--- src/logic/main_map_pkg.sv ---
`default_nettype none

package main_map_pkg;

    // Main CPU bus widths
    localparam int cpu_aw = 16;
    localparam int cpu_dw = 8;

    // Banked program ROM, 128 kB
    localparam int rom_aw = 17;

    // One value per decoded device
    // dev_none also covers unmapped space and bank reads
    typedef enum logic [2:0] {
        dev_none,
        dev_rom,
        dev_ram,
        dev_vram,
        dev_vctrl,
        dev_pal,
        dev_bank
    } dev_sel_e;

    // Region bounds, both ends inclusive
    // Fixed ROM plus banked window
    localparam logic [cpu_aw-1:0] rom_hi = 16'hbfff;
    // Tile and sprite RAM
    localparam logic [cpu_aw-1:0] vram_lo = 16'hc000;
    localparam logic [cpu_aw-1:0] vram_hi = 16'hdfff;
    // RAM shared with the sound CPU
    localparam logic [cpu_aw-1:0] ram_lo = 16'he000;
    localparam logic [cpu_aw-1:0] ram_hi = 16'hefff;
    // Video chip registers and internal RAM
    localparam logic [cpu_aw-1:0] vctrl_lo = 16'hf000;
    localparam logic [cpu_aw-1:0] vctrl_hi = 16'hf4ff;
    // Bank latch, decoded on writes only
    localparam logic [cpu_aw-1:0] bank_lo = 16'hf600;
    localparam logic [cpu_aw-1:0] bank_hi = 16'hf6ff;
    // Colour palette
    localparam logic [cpu_aw-1:0] pal_lo = 16'hf800;
    localparam logic [cpu_aw-1:0] pal_hi = 16'hfbff;

    // Start of the ROM area that follows the bank register
    localparam logic [cpu_aw-1:0] bank_win_lo = 16'h8000;

    // Pulled-up data bus when nothing drives it
    localparam logic [cpu_dw-1:0] open_bus_data = 8'hff;

endpackage

`default_nettype wire

--- src/logic/main_read_mux.sv ---
`default_nettype none

module main_read_mux
    import main_map_pkg::*;
(
    input  wire logic              clk,
    input  wire logic              rst,
    input  wire dev_sel_e          dev_sel,
    input  wire logic              cpu_rnw,
    input  wire logic [cpu_dw-1:0] rom_data,
    input  wire logic [cpu_dw-1:0] vram_dout,
    input  wire logic [cpu_dw-1:0] pal_dout,
    input  wire logic [cpu_dw-1:0] ram_q,
    output logic [cpu_dw-1:0]      rdata,
    output logic                   rd_valid
);

    // Select and read flag, aligned with device data
    dev_sel_e          sel_d;
    logic              rd_d;
    logic [cpu_dw-1:0] src;

    always_ff @(posedge clk or posedge rst) begin
        if (rst) begin
            sel_d    <= dev_none;
            rd_d     <= 1'b0;
            rd_valid <= 1'b0;
        end else begin
            sel_d    <= dev_sel;
            rd_d     <= cpu_rnw;
            // Writes never return data
            rd_valid <= rd_d;
        end
    end

    // Video controller shares the video data bus
    always_comb begin
        case (sel_d)
            dev_rom:   src = rom_data;
            dev_ram:   src = ram_q;
            dev_vram:  src = vram_dout;
            dev_vctrl: src = vram_dout;
            dev_pal:   src = pal_dout;
            default:   src = open_bus_data;
        endcase
    end

    // Held until the next read completes
    always_ff @(posedge clk) begin
        if (rd_d) begin
            rdata <= src;
        end
    end

endmodule

`default_nettype wire

--- config.mk ---
export PLATFORM = sky130hd
export DESIGN_NAME = main_read_mux
export DESIGN_NICKNAME = d
export VERILOG_FILES = /design/src/logic/main_map_pkg.sv /design/src/logic/main_read_mux.sv
export SDC_FILE = /design/constraint.sdc
export NUM_CORES = 1
export LEC_CHECK = 0
export BUFFER_PORTS_ARGS = -buffer_cell sky130_fd_sc_hd__buf_4
export CORE_UTILIZATION = 35
export DETAILED_ROUTE_END_ITERATION = 8
export PLACE_DENSITY = 0.7
export RECOVER_POWER = 100
export SLEW_MARGIN = 20
export SYNTH_ARGS = -nofsm -noshare
export SYNTH_HDL_FRONTEND = slang
export SYNTH_SLANG_ARGS = --single-unit
--- constraint.sdc ---
create_clock -name clk -period 1.7 [get_ports clk]
set_input_delay 0.085 -clock clk [delete_from_list [all_inputs] [get_ports clk]]
set_output_delay 0.085 -clock clk [all_outputs]
set_load 0.005 [all_outputs]
==> results_dict.tcl <==
set metrics [dict create \
    critPathLaunchType "register" \
    antennaDiodeCount 0 \
    netlist.area_leader.share_pct 36.1 \
    ys_seq_elements 13 \
    path_cells "nor2b_1 -> clkbuf_2 -> a221oi_1 -> a221o_1" \
    drv_slew 0 \
    portBuffers 46 \
    setup_viol 0 \
    yosysUniqueCellTypes 12 \
    crit_path_end_kind "register" \
    vias_per_cell 5.06 \
    powerDensity_nw_per_um2 675 \
    required_ns 1.71 \
    cts-htree-levels 1 \
    drt_iter0_drc 18 \
    synthArstFlopShare_pct 38.5 \
    start_util_pct 38.1 \
    switching_share_pct 22.2 \
    fin_worst_skew_ns 0.00411 \
    dr.pass1.iters 4 \
    die_area_um2 2080 \
    combPwrFrac_pct 23.1 \
    grt_usage_pct 17.0 \
    crit_slowest_cell "dfrtp_1" \
    crit_path_max_incr_delay_ns 0.54 \
    drive_gt1_share_pct 49.1 \
    gr-total-overflow 0 \
    utilization_pct 62.5 \
    wl_um 1720 \
    stdcell_count 131 \
    timing.final.crit_share_pct 91.9 \
    yosys_warnings 0 \
    cts_buffer_depth 2 \
    synth.avg_cell_area_um2 12.3 \
    peakVddDrop_mv 0.585 \
    r2r-start "sel_d[1]" \
    drt_drc_violations_left 0 \
    max_clock_freq_ghz 0.640 \
    place_inst 122 \
    cts_num_sinks 13 \
    synth_top_flop_cell "edfxtp_1" \
    grt_max_degree 13 \
    p_int_mw 0.573 \
    finalCriticalPeriod_ns 1.56 \
    vias 663 \
    crit_path_start "sel_d[1]" \
    fp-row-count 15 \
    die_x_um 45.6 \
    status "finished, final reports clean" \
    maxSlewHeadroom_pct 65.5 \
    synth-edff-count 8 \
    cp.arrival_ns 1.58 \
    dpl.hpwl_um 1420 \
    p_leak_nw 0.506 \
    cp_max_fo 12 \
    antenna_found_initial 0 \
    cts-root-buf "clkbuf_4" \
    ys_top_cells_by_count "inv_1, a221o_1, a221oi_1, edfxtp_1, o21ai_0" \
    tightest_slew_ns 0.515 \
    cts_made_buffers 3 \
    grt_pass1_wl_um 2480 \
    p_sw_mw 0.163 \
    pre_cts_ws_ns 0.190 \
    wl_per_cell_um 13.2 \
    synth_area_um2 666 \
    clk_pin_slew_ns 0.07 \
    synth-seq-area-share_pct 54.9 \
    cap_viol_max_count 0 \
    power_mw 0.737 \
    clock_latency_ns 0.26 \
    yosys-top-cells-area "edfxtp_1, dfrtp_1, a221o_1, a221oi_1, o21ai_0" \
    cts_tree "yes" \
    hold_start "vram_dout[0]" \
    critPathKind "reg -> reg" \
    worstHoldPathType "in -> reg" \
    fin_ws_ns 0.137 \
    die_height_um 45.6 \
    p_seq_share_pct 52.4 \
    synth_fp_nets 92 \
    ant_nets 0 \
    setup_tns_ns 0 \
    grt_pass1_vias 596 \
    pwr-share-clk_pct 24.4 \
    hold_viol_final 0 \
    coreArea_um2 1750 \
    place_congestion 0.882 \
    fin_nets 145 \
    rsz0062_at_grt "false" \
    pin_count 47 \
    cts_resized 0 \
    syn_inst 54 \
    yosysTopAreaCell "edfxtp_1" \
    synth_most_common_cell "inv_1" \
    area_growth_pct 63.9 \
]
## sequential cells by signal (all words and copies together), names as in the netlist
name	count
rd_valid	1
sel_d	3
rd_d	1
rdata	8
## final cells by class
cell class | count | area, um^2
Fill cell | 168 | 654
Timing Repair Buffer | 52 | 400
Sequential cell | 13 | 365
Multi-Input combinational cell | 28 | 234
Inverter | 9 | 33.8
Tap cell | 25 | 31.3
Clock buffer | 4 | 26.3
## final timing paths
path / end / slack (ns) / depth (start not counted)
min in group asynchronous: sel_d[2] / 0.27 / 3
max in group asynchronous: rd_valid / 1.27 / 3
max reg2reg: rdata[4] / 0.14 / 4
max: rdata[4] / 0.14 / 4
min reg2reg: rd_valid / 0.60 / 0
min: rdata[0] / 0.12 / 2
## what timing repair did
item                       CTS  global route
hold endpoints to repair     9             0
hold buffers                 5             0
setup endpoints to repair    0             0
setup buffers                0             0
## metrics by stage
stage / area [um^2] / hold WS (ns)
3_3_place_gp: 1020 / 0.00241
4_1_cts: 1090 / 0.113
6_report: 1090 / 0.119
3_5_place_dp: 1020 / 0.00140
2_1_floorplan: 666 / -0.136
5_1_grt: 1090 / 0.113
## power groups by stage
stage | logic, mW | registers, mW | clock network (mW)
2_1_floorplan | 0.0670 | 0.388 | 0
4_1_cts | 0.175 | 0.387 | 0.187
5_1_grt | 0.186 | 0.390 | 0.204
3_3_place_gp | 0.164 | 0.392 | 0
3_5_place_dp | 0.166 | 0.394 | 0
6_report | 0.170 | 0.386 | 0.180
## cells in the final DEF (no fill, tap or decap), types with 5 or more instances in the layout
master	instances
buf_4	32
a221oi_1	8
edfxtp_1	8
dlygate4sd3_1	5
dfrtp_1	5
clkbuf_4	17
a221o_1	8
o21ai_0	8
inv_1	9
## metal layers
layer / wire [um] / part of all wire, % / vias up / track usage, %
met2: 869 / 50 / 29 / 28.0
met4: 13 / 0.75 / 0 / 5.45
met3: 106 / 6.2 / 2 / 3.97
li1: - / - / 320 / -
met5: 0 / 0 / - / 0
met1: 733 / 43 / 312 / 21.8
## kinds of logic (layout without fill, tap and decap cells)
kind of cell           after synthesis  in the layout  synth area share, %
buffers and inverters               13             65                 9.96
AND/OR/NAND/NOR                      3              3                 4.32
AO/OA/AOI/OAI                       24             24                 28.6
multiplexers                         1              1                 2.25
flip-flops                          13             13                 54.9
## critical path, delay by kind of cell, from the launching register on
| kind | cells | cell delay (ns) |
|---|---|---|
| AOI/OAI and AO/OA | 2 | 0.40 |
| buffers and inverters | 1 | 0.19 |
| DFF | 1 | 0.54 |
| and+or+nand+nor | 1 | 0.17 |
Power figures use the tool's default switching activity.
