$ cat src/logic/main_map_pkg.sv
`default_nettype none

package main_map_pkg;

    // Main CPU bus widths
    localparam int cpu_aw = 16;
    localparam int cpu_dw = 8;

    // Banked program ROM, 128 kB
    localparam int rom_aw = 17;

    // One value per decoded device
    // dev_none also covers unmapped space and bank reads
    typedef enum logic [2:0] {
        dev_none,
        dev_rom,
        dev_ram,
        dev_vram,
        dev_vctrl,
        dev_pal,
        dev_bank
    } dev_sel_e;

    // Region bounds, both ends inclusive
    // Fixed ROM plus banked window
    localparam logic [cpu_aw-1:0] rom_hi = 16'hbfff;
    // Tile and sprite RAM
    localparam logic [cpu_aw-1:0] vram_lo = 16'hc000;
    localparam logic [cpu_aw-1:0] vram_hi = 16'hdfff;
    // RAM shared with the sound CPU
    localparam logic [cpu_aw-1:0] ram_lo = 16'he000;
    localparam logic [cpu_aw-1:0] ram_hi = 16'hefff;
    // Video chip registers and internal RAM
    localparam logic [cpu_aw-1:0] vctrl_lo = 16'hf000;
    localparam logic [cpu_aw-1:0] vctrl_hi = 16'hf4ff;
    // Bank latch, decoded on writes only
    localparam logic [cpu_aw-1:0] bank_lo = 16'hf600;
    localparam logic [cpu_aw-1:0] bank_hi = 16'hf6ff;
    // Colour palette
    localparam logic [cpu_aw-1:0] pal_lo = 16'hf800;
    localparam logic [cpu_aw-1:0] pal_hi = 16'hfbff;

    // Start of the ROM area that follows the bank register
    localparam logic [cpu_aw-1:0] bank_win_lo = 16'h8000;

    // Pulled-up data bus when nothing drives it
    localparam logic [cpu_dw-1:0] open_bus_data = 8'hff;

endpackage

`default_nettype wire

$ cat src/logic/main_addr_decode.sv
`default_nettype none

module main_addr_decode
    import main_map_pkg::*;
#(
    parameter int ram_aw = 12
) (
    input  wire logic              clk,
    input  wire logic              rst,
    input  wire logic              mem_req,
    input  wire logic [cpu_aw-1:0] addr,
    input  wire logic              wr,
    input  wire logic [cpu_dw-1:0] wdata,
    output logic                   rom_cs,
    output logic                   vram_cs,
    output logic                   ram_cs,
    output logic                   vctrl_cs,
    output logic                   pal_cs,
    output logic                   bank_we,
    output dev_sel_e               dev_sel,
    output logic [cpu_aw-1:0]      cpu_addr,
    output logic [cpu_dw-1:0]      cpu_dout,
    output logic                   cpu_rnw,
    output logic [ram_aw-1:0]      ram_addr
);

    dev_sel_e sel_next;

    // Region hits on the raw request address
    logic in_rom;
    logic in_vram;
    logic in_ram;
    logic in_vctrl;
    logic in_bank;
    logic in_pal;

    assign in_rom   = addr <= rom_hi;
    assign in_vram  = addr >= vram_lo && addr <= vram_hi;
    assign in_ram   = addr >= ram_lo && addr <= ram_hi;
    assign in_vctrl = addr >= vctrl_lo && addr <= vctrl_hi;
    assign in_bank  = addr >= bank_lo && addr <= bank_hi;
    assign in_pal   = addr >= pal_lo && addr <= pal_hi;

    // Regions do not overlap, order only matters for readability
    always_comb begin
        sel_next = dev_none;
        if (mem_req) begin
            if (in_rom) begin
                sel_next = dev_rom;
            end else if (in_vram) begin
                sel_next = dev_vram;
            end else if (in_ram) begin
                sel_next = dev_ram;
            end else if (in_vctrl) begin
                sel_next = dev_vctrl;
            end else if (in_pal) begin
                sel_next = dev_pal;
            end else if (in_bank && wr) begin
                // Bank latch is write only
                sel_next = dev_bank;
            end
        end
    end

    // One-cycle selects, all from the same encoded choice
    always_ff @(posedge clk or posedge rst) begin
        if (rst) begin
            dev_sel  <= dev_none;
            rom_cs   <= 1'b0;
            vram_cs  <= 1'b0;
            ram_cs   <= 1'b0;
            vctrl_cs <= 1'b0;
            pal_cs   <= 1'b0;
            bank_we  <= 1'b0;
            cpu_rnw  <= 1'b0;
        end else begin
            dev_sel  <= sel_next;
            rom_cs   <= sel_next == dev_rom;
            vram_cs  <= sel_next == dev_vram;
            ram_cs   <= sel_next == dev_ram;
            vctrl_cs <= sel_next == dev_vctrl;
            pal_cs   <= sel_next == dev_pal;
            bank_we  <= sel_next == dev_bank;
            // High only in the cycle after a read request
            cpu_rnw  <= mem_req && !wr;
        end
    end

    // Request payload, held until the next request
    always_ff @(posedge clk) begin
        if (mem_req) begin
            cpu_addr <= addr;
            cpu_dout <= wdata;
        end
    end

    // Shared RAM sees the low bits of the held address
    assign ram_addr = cpu_addr[ram_aw-1:0];

endmodule

`default_nettype wire

$ cat config.mk
export PLATFORM = sky130hd
export DESIGN_NAME = main_addr_decode
export DESIGN_NICKNAME = d
export VERILOG_FILES = /design/src/logic/main_map_pkg.sv /design/src/logic/main_addr_decode.sv
export SDC_FILE = /design/constraint.sdc
export NUM_CORES = 1
export LEC_CHECK = 0
export ABC_AREA = 1
export BUFFER_PORTS_ARGS = -buffer_cell sky130_fd_sc_hd__buf_2
export CAP_MARGIN = 20
export CORE_ASPECT_RATIO = 0.7
export CORE_UTILIZATION = 42
export DETAILED_ROUTE_END_ITERATION = 10
export GPL_TIMING_DRIVEN = 0
export PLACE_DENSITY_LB_ADDON = 0.05
export REMOVE_ABC_BUFFERS = 1
export SYNTH_ARGS = -nofsm -noshare
export SYNTH_HDL_FRONTEND = slang
export SYNTH_SLANG_ARGS = --single-unit
$ cat constraint.sdc
create_clock -name clk -period 0.8 [get_ports clk]
set_input_delay 0.04 -clock clk [delete_from_list [all_inputs] [get_ports clk]]
set_output_delay 0.04 -clock clk [all_outputs]
set_load 0.005 [all_outputs]
==> results.yml <==
outcome:
  outcome: "finished, violations left"
  violations: "negative setup slack"
floorplanning:
  num_rows: 16
  core-area_um2: 2820
  die_x_um: 67.6
  start_util: 0.448
  io_pins: 74
  die-area_um2: 3240
  die_h_um: 47.9
cts:
  cts_buffers: 5
  h-tree-depth: 2
  cts_tree: "built"
  cts-root-buf: "clkbuf_8"
  clock_sinks: 34
  clk_path_buf_depth: 2
  clk_pin_slew_worst_paths_ns: 0.06
  post_cts_buffers: 0
sta:
  final-hold-violation-count: 0
  slew_viol_final: 0
  worst_slew_pin_slew_ns: 0.370
  timing.fmax_mhz: 1140
  max_slew_margin: 0.753
  finalSetupViolations: 36
  finalWorstSetupSlack_ns: -0.0783
  timing.final.crit_share: 1.10
  min_period_ns: 0.878
  grt_setup_unrepaired: "yes"
setup_path:
  endpoint_kind: "output pin"
  crit_family: "flip-flops"
  crit_path_cell_trace: "buf_2"
  cp.required_ns: 0.76
  worstSetupPathType: "register to output pin"
  arrival_ns: 0.84
  start_kind: "register"
  cp_max_fo: 2
  critical-path-max-stage-delay_ns: 0.41
  worst-path-buf-inv: 1
  cp_slowest_cell: "edfxtp_1"
logic_synthesis:
  syn_area_per_cell_um2: 14.4
  synth_largest_area_cell: "edfxtp_1"
  synth.yosys.seq_area_share: 0.768
  synth_area_leaders: "edfxtp_1 (57%), dfrtp_1 (20%), buf_4 (7.1%), nand2_1 (3.6%), nor2_1 (3.3%)"
  synth_cells: 88
  netlist_area_um2: 1260
  ys_warn_count: 0
  ys_ff_latch: 34
  netlist.area_leader.share: 0.570
  synth_cell_types: 16
cells_and_area:
  fin_area_um2: 1940
  multi_input_area_um2: 174
  num-nets-final: 210
  n_fill_cell: 235
  diodes: 0
  seqCellArea_um2: 971
  area_growth_pct: 53.4
  drive_gt1_frac: 0.481
power:
  power.leakage_nw: 0.934
  p_per_area_nw_per_um2: 1900
  pwr-share-clk: 0.322
  power.switching_mw: 0.820
  vdd_ir_drop_max_uv: 1230
  p_int_mw: 2.86
  combPwrFrac: 0.122
  p_sw_frac: 0.223
  pwr-share-seq: 0.556
worst_hold_path:
  hp-class: "input port to register"
  min_from: "mem_req"
  hold_path_depth: 1
  hold_end: "cpu_dout[7]$_DFFE_PP_"
routing:
  antenna_left: 0
  firstDrtPassIters: 4
  wire_per_inst_um: 11.5
  vias_per_cell: 4.17
  drtIter0Drc: 69
  vias: 914
  drc: 0
  routed_wl_mm: 2.51
global_routing:
  track_usage: 0.165
  grt_overflow: 0
  grt_pass1_wl_mm: 3.56
  grt_pass1_vias: 822
  grt_max_degree: 28
  antenna_found_initial: 0
placement:
  gp_congestion: 0.709
  io_buffers: 73
  place_area_um2: 1590
  post-dp-hpwl_mm: 1.73
  dp_slack_ns: -0.563
job:
  maxCapViolations: 0
## cells in the final DEF, fill, tap and decap left out
master,count
a21boi_2,2
buf_2,72
buf_8,1
clkbuf_8,5
clkinv_1,1
clkinv_2,1
clkinvlp_4,1
dfrtp_1,10
dlygate4sd3_1,26
edfxtp_1,24
inv_1,7
inv_2,1
nand2_1,12
nand2_2,1
nand3_1,2
nand3_2,1
nand4_1,1
nor2_1,11
nor2_2,1
nor2_4,1
nor3_2,1
o21ai_1,1
## what timing repair did
action	CTS	global route
resized for setup	2	1
pin swaps	0	0
hold buffers	26	0
endpoints found under the hold margin	35	0
setup endpoints to repair	54	47
## cell families (layout without fill, tap and decap cells)
group	Yosys count	count (layout)	synth area share
AOI/OAI and AO/OA	3	3	0.0218
buffers and inverters	20	115	0.0950
DFF	34	34	0.768
and+or+nand+nor	31	31	0.116
## layer usage
| metal | track usage | share of wire | routed length (um) |
|---|---|---|---|
| met1 | 0.182 | 0.41 | 1040 |
| met2 | 0.277 | 0.49 | 1230 |
| met3 | 0.0690 | 0.084 | 212 |
| met4 | 0.0894 | 0.012 | 31 |
| met5 | 0 | 0 | 0 |
## power by group through the flow
stage / Sequential (mW) / Clock, mW / Combinational (mW)
after CTS: 2.05 / 1.23 / 0.452
after detailed placement: 2.09 / 0 / 0.351
after global placement: 2.08 / 0 / 0.343
after floorplan: 2.12 / 0 / 0.0625
after global routing: 2.06 / 1.31 / 0.502
final: 2.05 / 1.19 / 0.449
## cells in the mapped netlist
cell / number
inv_1: 7
nand2_2: 1
nor2_1: 11
nand3_2: 1
dfrtp_1: 10
nand2_1: 12
o21ai_1: 1
nor3_2: 1
nand3_1: 2
buf_4: 12
edfxtp_1: 24
nand4_1: 1
inv_2: 1
nor2_2: 1
nor2_4: 1
a21boi_2: 2
## state kept, by name, indices dropped and copies added (netlist names)
name	count
cpu_dout	8
dev_sel	3
vctrl_cs	1
ram_cs	1
cpu_rnw	1
rom_cs	1
pal_cs	1
vram_cs	1
cpu_addr	16
bank_we	1
## stage by stage
| step | utilization | power (mW) | std cells | hold slack, ns | setup TNS, ns |
|---|---|---|---|---|---|
| final | 0.688 | 3.68 | 219 | 0.0989 | -1.13 |
| after global routing | 0.688 | 3.87 | 219 | 0.0870 | -2.93 |
| after CTS | 0.686 | 3.74 | 219 | 0.113 | -1.64 |
| after detailed placement | 0.562 | 2.44 | 185 | 0.0275 | -6.36 |
| after global placement | 0.562 | 2.43 | 185 | 0.0138 | -5.32 |
| after floorplan | - | 2.18 | 76 | -0.120 | 0 |
## how the worst max path moves through the flow
stage,startpoint,end,slack (ns),cells after the start
floorplan,addr[11],rom_cs$_DFF_PP0_,0.13,6
global placement,mem_req,ram_cs$_DFF_PP0_,-0.53,5
detailed placement,mem_req,ram_cs$_DFF_PP0_,-0.56,5
CTS,cpu_addr[8]$_DFFE_PP_,cpu_addr[8],-0.09,1
global route,cpu_addr[8]$_DFFE_PP_,cpu_addr[8],-0.11,1
finish,cpu_addr[8]$_DFFE_PP_,ram_addr[8],-0.08,1
## area by class of cell
cell class,instances,share of cell area
clock buffer,5,0.0355
multi-input combinational,34,0.0896
timing repair buffer,99,0.328
clock inverter,3,0.00838
sequential,34,0.500
inverter,8,0.0155
tap,36,0.0232
No activity file was read; power rests on OpenSTA's default activity.
