==> src/logic/main_ctrl_pkg.sv <==
`default_nettype none

package main_ctrl_pkg;

    // Bank latch layout, as written through F6xx

    // ROM page bits, 8 pages of 16 kB
    localparam int bank_w = 3;
    // Page field starts at data bit 0
    localparam int bank_lsb = 0;

    // Sound CPU reset, active low when the bit is clear
    localparam int snd_rst_bit = 4;

endpackage

`default_nettype wire

==> src/logic/main_map_pkg.sv <==
`default_nettype none

package main_map_pkg;

    // Main CPU bus widths
    localparam int cpu_aw = 16;
    localparam int cpu_dw = 8;

    // Banked program ROM, 128 kB
    localparam int rom_aw = 17;

    // One value per decoded device
    // dev_none also covers unmapped space and bank reads
    typedef enum logic [2:0] {
        dev_none,
        dev_rom,
        dev_ram,
        dev_vram,
        dev_vctrl,
        dev_pal,
        dev_bank
    } dev_sel_e;

    // Region bounds, both ends inclusive
    // Fixed ROM plus banked window
    localparam logic [cpu_aw-1:0] rom_hi = 16'hbfff;
    // Tile and sprite RAM
    localparam logic [cpu_aw-1:0] vram_lo = 16'hc000;
    localparam logic [cpu_aw-1:0] vram_hi = 16'hdfff;
    // RAM shared with the sound CPU
    localparam logic [cpu_aw-1:0] ram_lo = 16'he000;
    localparam logic [cpu_aw-1:0] ram_hi = 16'hefff;
    // Video chip registers and internal RAM
    localparam logic [cpu_aw-1:0] vctrl_lo = 16'hf000;
    localparam logic [cpu_aw-1:0] vctrl_hi = 16'hf4ff;
    // Bank latch, decoded on writes only
    localparam logic [cpu_aw-1:0] bank_lo = 16'hf600;
    localparam logic [cpu_aw-1:0] bank_hi = 16'hf6ff;
    // Colour palette
    localparam logic [cpu_aw-1:0] pal_lo = 16'hf800;
    localparam logic [cpu_aw-1:0] pal_hi = 16'hfbff;

    // Start of the ROM area that follows the bank register
    localparam logic [cpu_aw-1:0] bank_win_lo = 16'h8000;

    // Pulled-up data bus when nothing drives it
    localparam logic [cpu_dw-1:0] open_bus_data = 8'hff;

endpackage

`default_nettype wire

==> src/logic/main_rom_bank.sv <==
`default_nettype none

module main_rom_bank
    import main_map_pkg::*;
    import main_ctrl_pkg::*;
(
    input  wire logic              clk,
    input  wire logic              rst,
    input  wire logic              bank_we,
    input  wire logic [cpu_aw-1:0] cpu_addr,
    input  wire logic [cpu_dw-1:0] cpu_dout,
    output logic [rom_aw-1:0]      rom_addr,
    output logic                   snd_rstn
);

    // Page size follows from ROM width and bank width
    localparam int page_aw = rom_aw - bank_w;

    logic [bank_w-1:0] bank;
    logic              in_window;

    // Bank latch holds the sound CPU in reset until the first write
    always_ff @(posedge clk or posedge rst) begin
        if (rst) begin
            bank     <= '0;
            snd_rstn <= 1'b0;
        end else if (bank_we) begin
            bank     <= cpu_dout[bank_lsb +: bank_w];
            snd_rstn <= cpu_dout[snd_rst_bit];
        end
    end

    // 8000-BFFF is paged
    assign in_window = cpu_addr >= bank_win_lo;

    // Below 8000 page 0 shows through
    always_comb begin
        rom_addr = {{bank_w{1'b0}}, cpu_addr[page_aw-1:0]};
        if (in_window) begin
            rom_addr[rom_aw-1:page_aw] = bank;
        end
    end

endmodule

`default_nettype wire

==> config.mk <==
export PLATFORM = sky130hd
export DESIGN_NAME = main_rom_bank
export DESIGN_NICKNAME = d
export VERILOG_FILES = /design/src/logic/main_ctrl_pkg.sv /design/src/logic/main_map_pkg.sv /design/src/logic/main_rom_bank.sv
export SDC_FILE = /design/constraint.sdc
export NUM_CORES = 1
export LEC_CHECK = 0
export CORE_AREA = 2 2 39 41
export CTS_CLUSTER_DIAMETER = 40
export DETAILED_ROUTE_END_ITERATION = 8
export DIE_AREA = 0 0 41 43
export DONT_BUFFER_PORTS = 1
export PLACE_DENSITY = 0.44
export SLEW_MARGIN = 15
export SYNTH_ARGS = -nofsm -noshare
export SYNTH_HDL_FRONTEND = slang
export SYNTH_SLANG_ARGS = --single-unit
==> constraint.sdc <==
create_clock -name clk -period 0.9 [get_ports clk]
set_clock_uncertainty 0.05 [all_clocks]
set_input_delay 0.09 -clock clk [delete_from_list [all_inputs] [get_ports clk]]
set_output_delay 0.09 -clock clk [all_outputs]
set_load 0.005 [all_outputs]
==> results.md, run 1 <==
- Outcome: finished with violations
- Violated checks: negative hold slack
- Worst hold slack: -0.0381 ns
- Hold buffer count at cts: 5
- Setup CP Type: reg -> out
- DRT antenna net count: 0
- Max stage delay cell, worst path: dfrtp_1
- Io pins: 45
- Initial antenna violation count: 0
- Fraction of layout cells with a size suffix above 1: 50.0%
- Post-synth top area share: 38.5%
- Gate count of the mapped netlist: 26
- Global-route wire length before repair: 600 um
- Clock Path Buffers: 2
- Distinct cells, synth: 5
- CTS tree: built
- GR Overflow Total: 0
- Yosys warning total: 0
- Critical path's top delay family: flip-flops
- Clock Root Buffer: clkbuf_4
- Skew-Pair Late Insertion Delay: 0.23 ns
- CTS clk-pin slew, worst paths: 0.04 ns
- Netlist Area Pre-Place: 273 um^2
- Pre-CTS WS: 0.0900 ns
- Via/cell ratio: 4.00
- Gr usage total: 5.75%
- Final hold vios: 4
- Nets: 49
- RSZ-0062 raised after global routing: true
- Leakage: 0.116 nW
- Rel. slew slack: 89.4%
- Finished Layout Cells: 36
- Ant. Diodes: 0
- CP Max Fanout: 2
- Synth area leaders: buf_4 (39%), dfrtp_1 (37%), mux2_2 (17%)
- Most frequent cells in the layout: dlygate4sd3_1 (5), mux2_2 (4), dfrtp_1 (4)
- Pwr Total: 0.495 mW
- Setup TNS: 0 ns
- CP arrival: 0.75 ns
- Routed WL: 426 um
- Fillers: 153
- Die height: 43 um
- FF+latch count, synth: 4
- Num CTS Buffers: 3
- Setup bufs post-CTS: 0
- Commonest non-fill, non-tap cell in the layout: dlygate4sd3_1
- Startpoint types: flip-flop
- Register area share after synthesis: 36.7%
- Crit path required time: 0.76 ns
- Starting density of the core: 19.7%
- GPL Wtd Cong: 0.636
- Slew Limit Fails: 0
- H-tree lvl count: 1
- Die width: 41 um
- Via count: 144
- Core area: 1380 um^2
- Die footprint: 1760 um^2
- Dominant cell type by area after synthesis: buf_4
- Vias in the first global route: 145
- Syn Area/Cell: 10.5 um^2
- Setup violations, final: 0
- # port buffers: 0
- Critical-path cell list: and2_4
- Row count: 14
- Largest net degree at the start of global routing: 5
- Max-Cap Viols: 0
- Synth-to-layout area growth: -1.83%
- DRC Markers: 0
- Setup ws final: 0.00894 ns
- Final Cycle Share: 99.0%
- HP Class: in -> reg
- Pwr/cell area: 1850 nW/um^2
- Post-Place Cells: 28
- Peak VDD IR: 716 uV
- CTS sink cnt: 4
- Wire per inst: 11.8 um
- Timing-limited maximum frequency: 1120 MHz
- Post-layout util: 19.3%
- Buf/Inv on CP: 0
- Crit-path max cell delay: 0.38 ns
- Worst Tran Pin Value: 0.159 ns
- Crit path capture type: output pin
- Post-synth net total: 53
- DR iter-0 viols: 0
- Period minus WS final: 0.891 ns
- Initial DRT Pass Iterations: 1
[stage by stage]
stage / instance area [um^2] / hold WS [ns]
after global placement: 188 / -0.184
final: 268 / -0.0381
after floorplan: 273 / -0.194
after CTS: 268 / -0.0431
after detailed placement: 188 / -0.175
after global routing: 268 / -0.0522
[path summary, 6_finish.rpt]
path | from | cells after the start | to | slack, ns
max | bank[0] | 1 | rom_addr[14] | 0.009
min | bank_we | 1 | bank[0] | -0.04
max reg2reg | bank[2] | 1 | bank[2] | 0.09
min reg2reg | bank[1] | 1 | bank[1] | 0.46
max in group asynchronous | rst | 2 | bank[2] | 0.52
min in group asynchronous | rst | 2 | snd_rstn | 0.13
[sequential cells by signal (all words and copies together) (netlist names)]
register and cells:
bank 3, snd_rstn 1
[per-layer routing]
| layer | GRT usage [%] | up-vias | wire length, um |
|---|---|---|---|
| met2 | 5.31 | 18 | 171 |
| met3 | 6.81 | 2 | 96 |
| li1 | - | 57 | - |
| met4 | 7.33 | 0 | 2 |
| met5 | 0 | - | 0 |
| met1 | 5.21 | 67 | 155 |
[power breakdown]
| group | internal, mW | switching [mW] | leakage (nW) |
|---|---|---|---|
| Combinational | 0.0433 | 0.0145 | 0.0556 |
| Clock | 0.150 | 0.0784 | 0.0138 |
| Sequential | 0.199 | 0.0109 | 0.0468 |
[cell families (layout without fill, tap and decap cells)]
kind of cell           after synthesis  in the layout  share of synthesized area (%)
buffers and inverters               15              9                           39.9
multiplexers                         4              4                           16.5
flip-flops                           4              4                           36.7
AND/OR/NAND/NOR                      3              3                           6.88
[layout make-up]
cell class | instances | area, um^2 | share of cell area (%)
repair buffers | 5 | 50.0 | 18.7
flip-flops and latches | 4 | 100 | 37.4
well taps | 16 | 20.0 | 7.48
multi-input cells | 7 | 71.3 | 26.6
clock buffers | 3 | 22.5 | 8.41
inverters | 1 | 3.75 | 1.40
[what timing repair did]
item | CTS | global route
pin swaps | 1 | 0
endpoints found under the setup margin | 3 | 3
endpoints found under the hold margin | 8 | 4
gates resized for setup | 3 | 0
[cells in the mapped netlist, drive strengths merged]
library cell and instances:
dfrtp 4, mux2 4, and2 3, inv 1, buf 14
Note: power is estimated with default switching activity, not from simulation.
==> run 2: changes to the inputs <==
Settings changed: CTS_BUF_LIST set to sky130_fd_sc_hd__clkbuf_8 sky130_fd_sc_hd__clkbuf_16.
==> results.md, run 2 (same netlist as run 1, synthesis figures left out) <==
- Outcome: finished with violations
- Violated checks: negative hold slack
- Largest registers: bank: 3 flops, snd_rstn: 1 flops
- Crit-path max cell delay: 0.37 ns
- GR Overflow Total: 0
- Max FFs per register: 3
- Clock Root Buffer: clkbuf_8
- Worst hold slack: -0.0187 ns
- Synth-to-layout area growth: 4.13%
- Row count: 14
- Grt met3 use: 6.81%
- Post-layout util: 20.5%
- Period minus WS final: 0.872 ns
- Crit path capture type: output pin
- Most flops, register: bank
- Initial DRT Pass Iterations: 1
- Io pins: 45
- CTS clk-pin slew, worst paths: 0.03 ns
- Startpoint types: flip-flop
- Largest net degree at the start of global routing: 5
- Most Crowded Layer GR: met4
- Worst Tran Pin Value: 0.163 ns
- RSZ-0062 raised after global routing: true
- Leakage: 0.122 nW
- Wire per inst: 12.6 um
- DR iter-0 viols: 0
- Pwr/cell area: 2270 nW/um^2
- Max stage delay cell, worst path: dfrtp_1
- Final Cycle Share: 96.9%
- Critical-path cell list: and2_4
- Peak VDD IR: 903 uV
- Slew Limit Fails: 0
- Placed inst area: 188 um^2
- Skew-Pair Late Insertion Delay: 0.21 ns
- Max-Cap Viols: 0
- CTS sink cnt: 4
- CTS tree: built
- Hold buffer count at cts: 5
- Final instance area: 284 um^2
- Critical path's top delay family: flip-flops
- Vias in the first global route: 148
- Met2 usage: 6.88%
- Clock Path Buffers: 2
- Via count: 144
- Setup violations, final: 0
- Ant. Diodes: 0
- Rel. slew slack: 89.1%
- Final hold vios: 4
- Global-route wire length before repair: 690 um
- DRT antenna net count: 0
- GPL Wtd Cong: 0.636
- Via/cell ratio: 4.00
- Commonest non-fill, non-tap cell in the layout: dlygate4sd3_1
- Routed WL: 454 um
- Nets: 49
- Buf/Inv on CP: 0
- HP Class: in -> reg
- Num CTS Buffers: 3
- Initial antenna violation count: 0
- Crit path required time: 0.76 ns
- # port buffers: 0
- Die footprint: 1760 um^2
- Met1 Use GR: 5.86%
- Most frequent cells in the layout: dlygate4sd3_1 (5), mux2_2 (4), dfrtp_1 (4)
- Setup CP Type: reg -> out
- Fraction of layout cells with a size suffix above 1: 45.0%
- Core area: 1380 um^2
- DRC Markers: 0
- CP Max Fanout: 2
- Timing-limited maximum frequency: 1150 MHz
- Die height: 43 um
- Starting density of the core: 19.7%
- Setup bufs post-CTS: 0
- H-tree lvl count: 1
- Die width: 41 um
- Gr usage total: 6.75%
- CP arrival: 0.73 ns
[run 2: layer usage]
metal	vias up	wire [um]	share of wire [%]
li1	57	-	-
met1	63	169	37
met2	20	173	38
met3	4	92	20
met4	0	19	4.2
met5	-	0	0
[run 2: path summary, 6_finish.rpt]
path                               start  depth (start not counted)           end  slack, ns
worst max-delay path             bank[0]                          1  rom_addr[14]       0.03
worst min-delay path             bank_we                          1      snd_rstn      -0.02
worst max register to register  snd_rstn                          1      snd_rstn       0.09
worst min register to register   bank[1]                          1       bank[1]       0.46
max in group asynchronous            rst                          2       bank[2]       0.49
min in group asynchronous            rst                          2      snd_rstn       0.15
[run 2: per-stage QoR]
stage | std cells | power (mW) | TNS, ns | setup WS [ns]
finish | 36 | 0.645 | 0 | 0.0282
floorplan | 26 | 0.289 | 0 | 0.113
detailed placement | 28 | 0.247 | 0 | 0.0900
global placement | 28 | 0.244 | 0 | 0.0929
global route | 36 | 0.689 | -0.0143 | -0.00862
CTS | 36 | 0.656 | 0 | 0.0144
[run 2: report_power, final]
group          switching (mW)  internal [mW]
registers              0.0105          0.199
clock network          0.0938          0.285
logic                  0.0150         0.0407
[run 2: area by class of cell]
cell class / instances / area, um^2
flip-flops and latches: 4 / 100
well taps: 16 / 20.0
multi-input cells: 7 / 68.8
fillers: 154 / 1100
inverters: 1 / 3.75
repair buffers: 5 / 50.0
clock buffers: 3 / 41.3
[run 2: timing repair]
| item | CTS | global route |
|---|---|---|
| endpoints found under the setup margin | 1 | 2 |
| gates resized for setup | 1 | 1 |
| endpoints found under the hold margin | 8 | 4 |
| pin swaps | 1 | 0 |
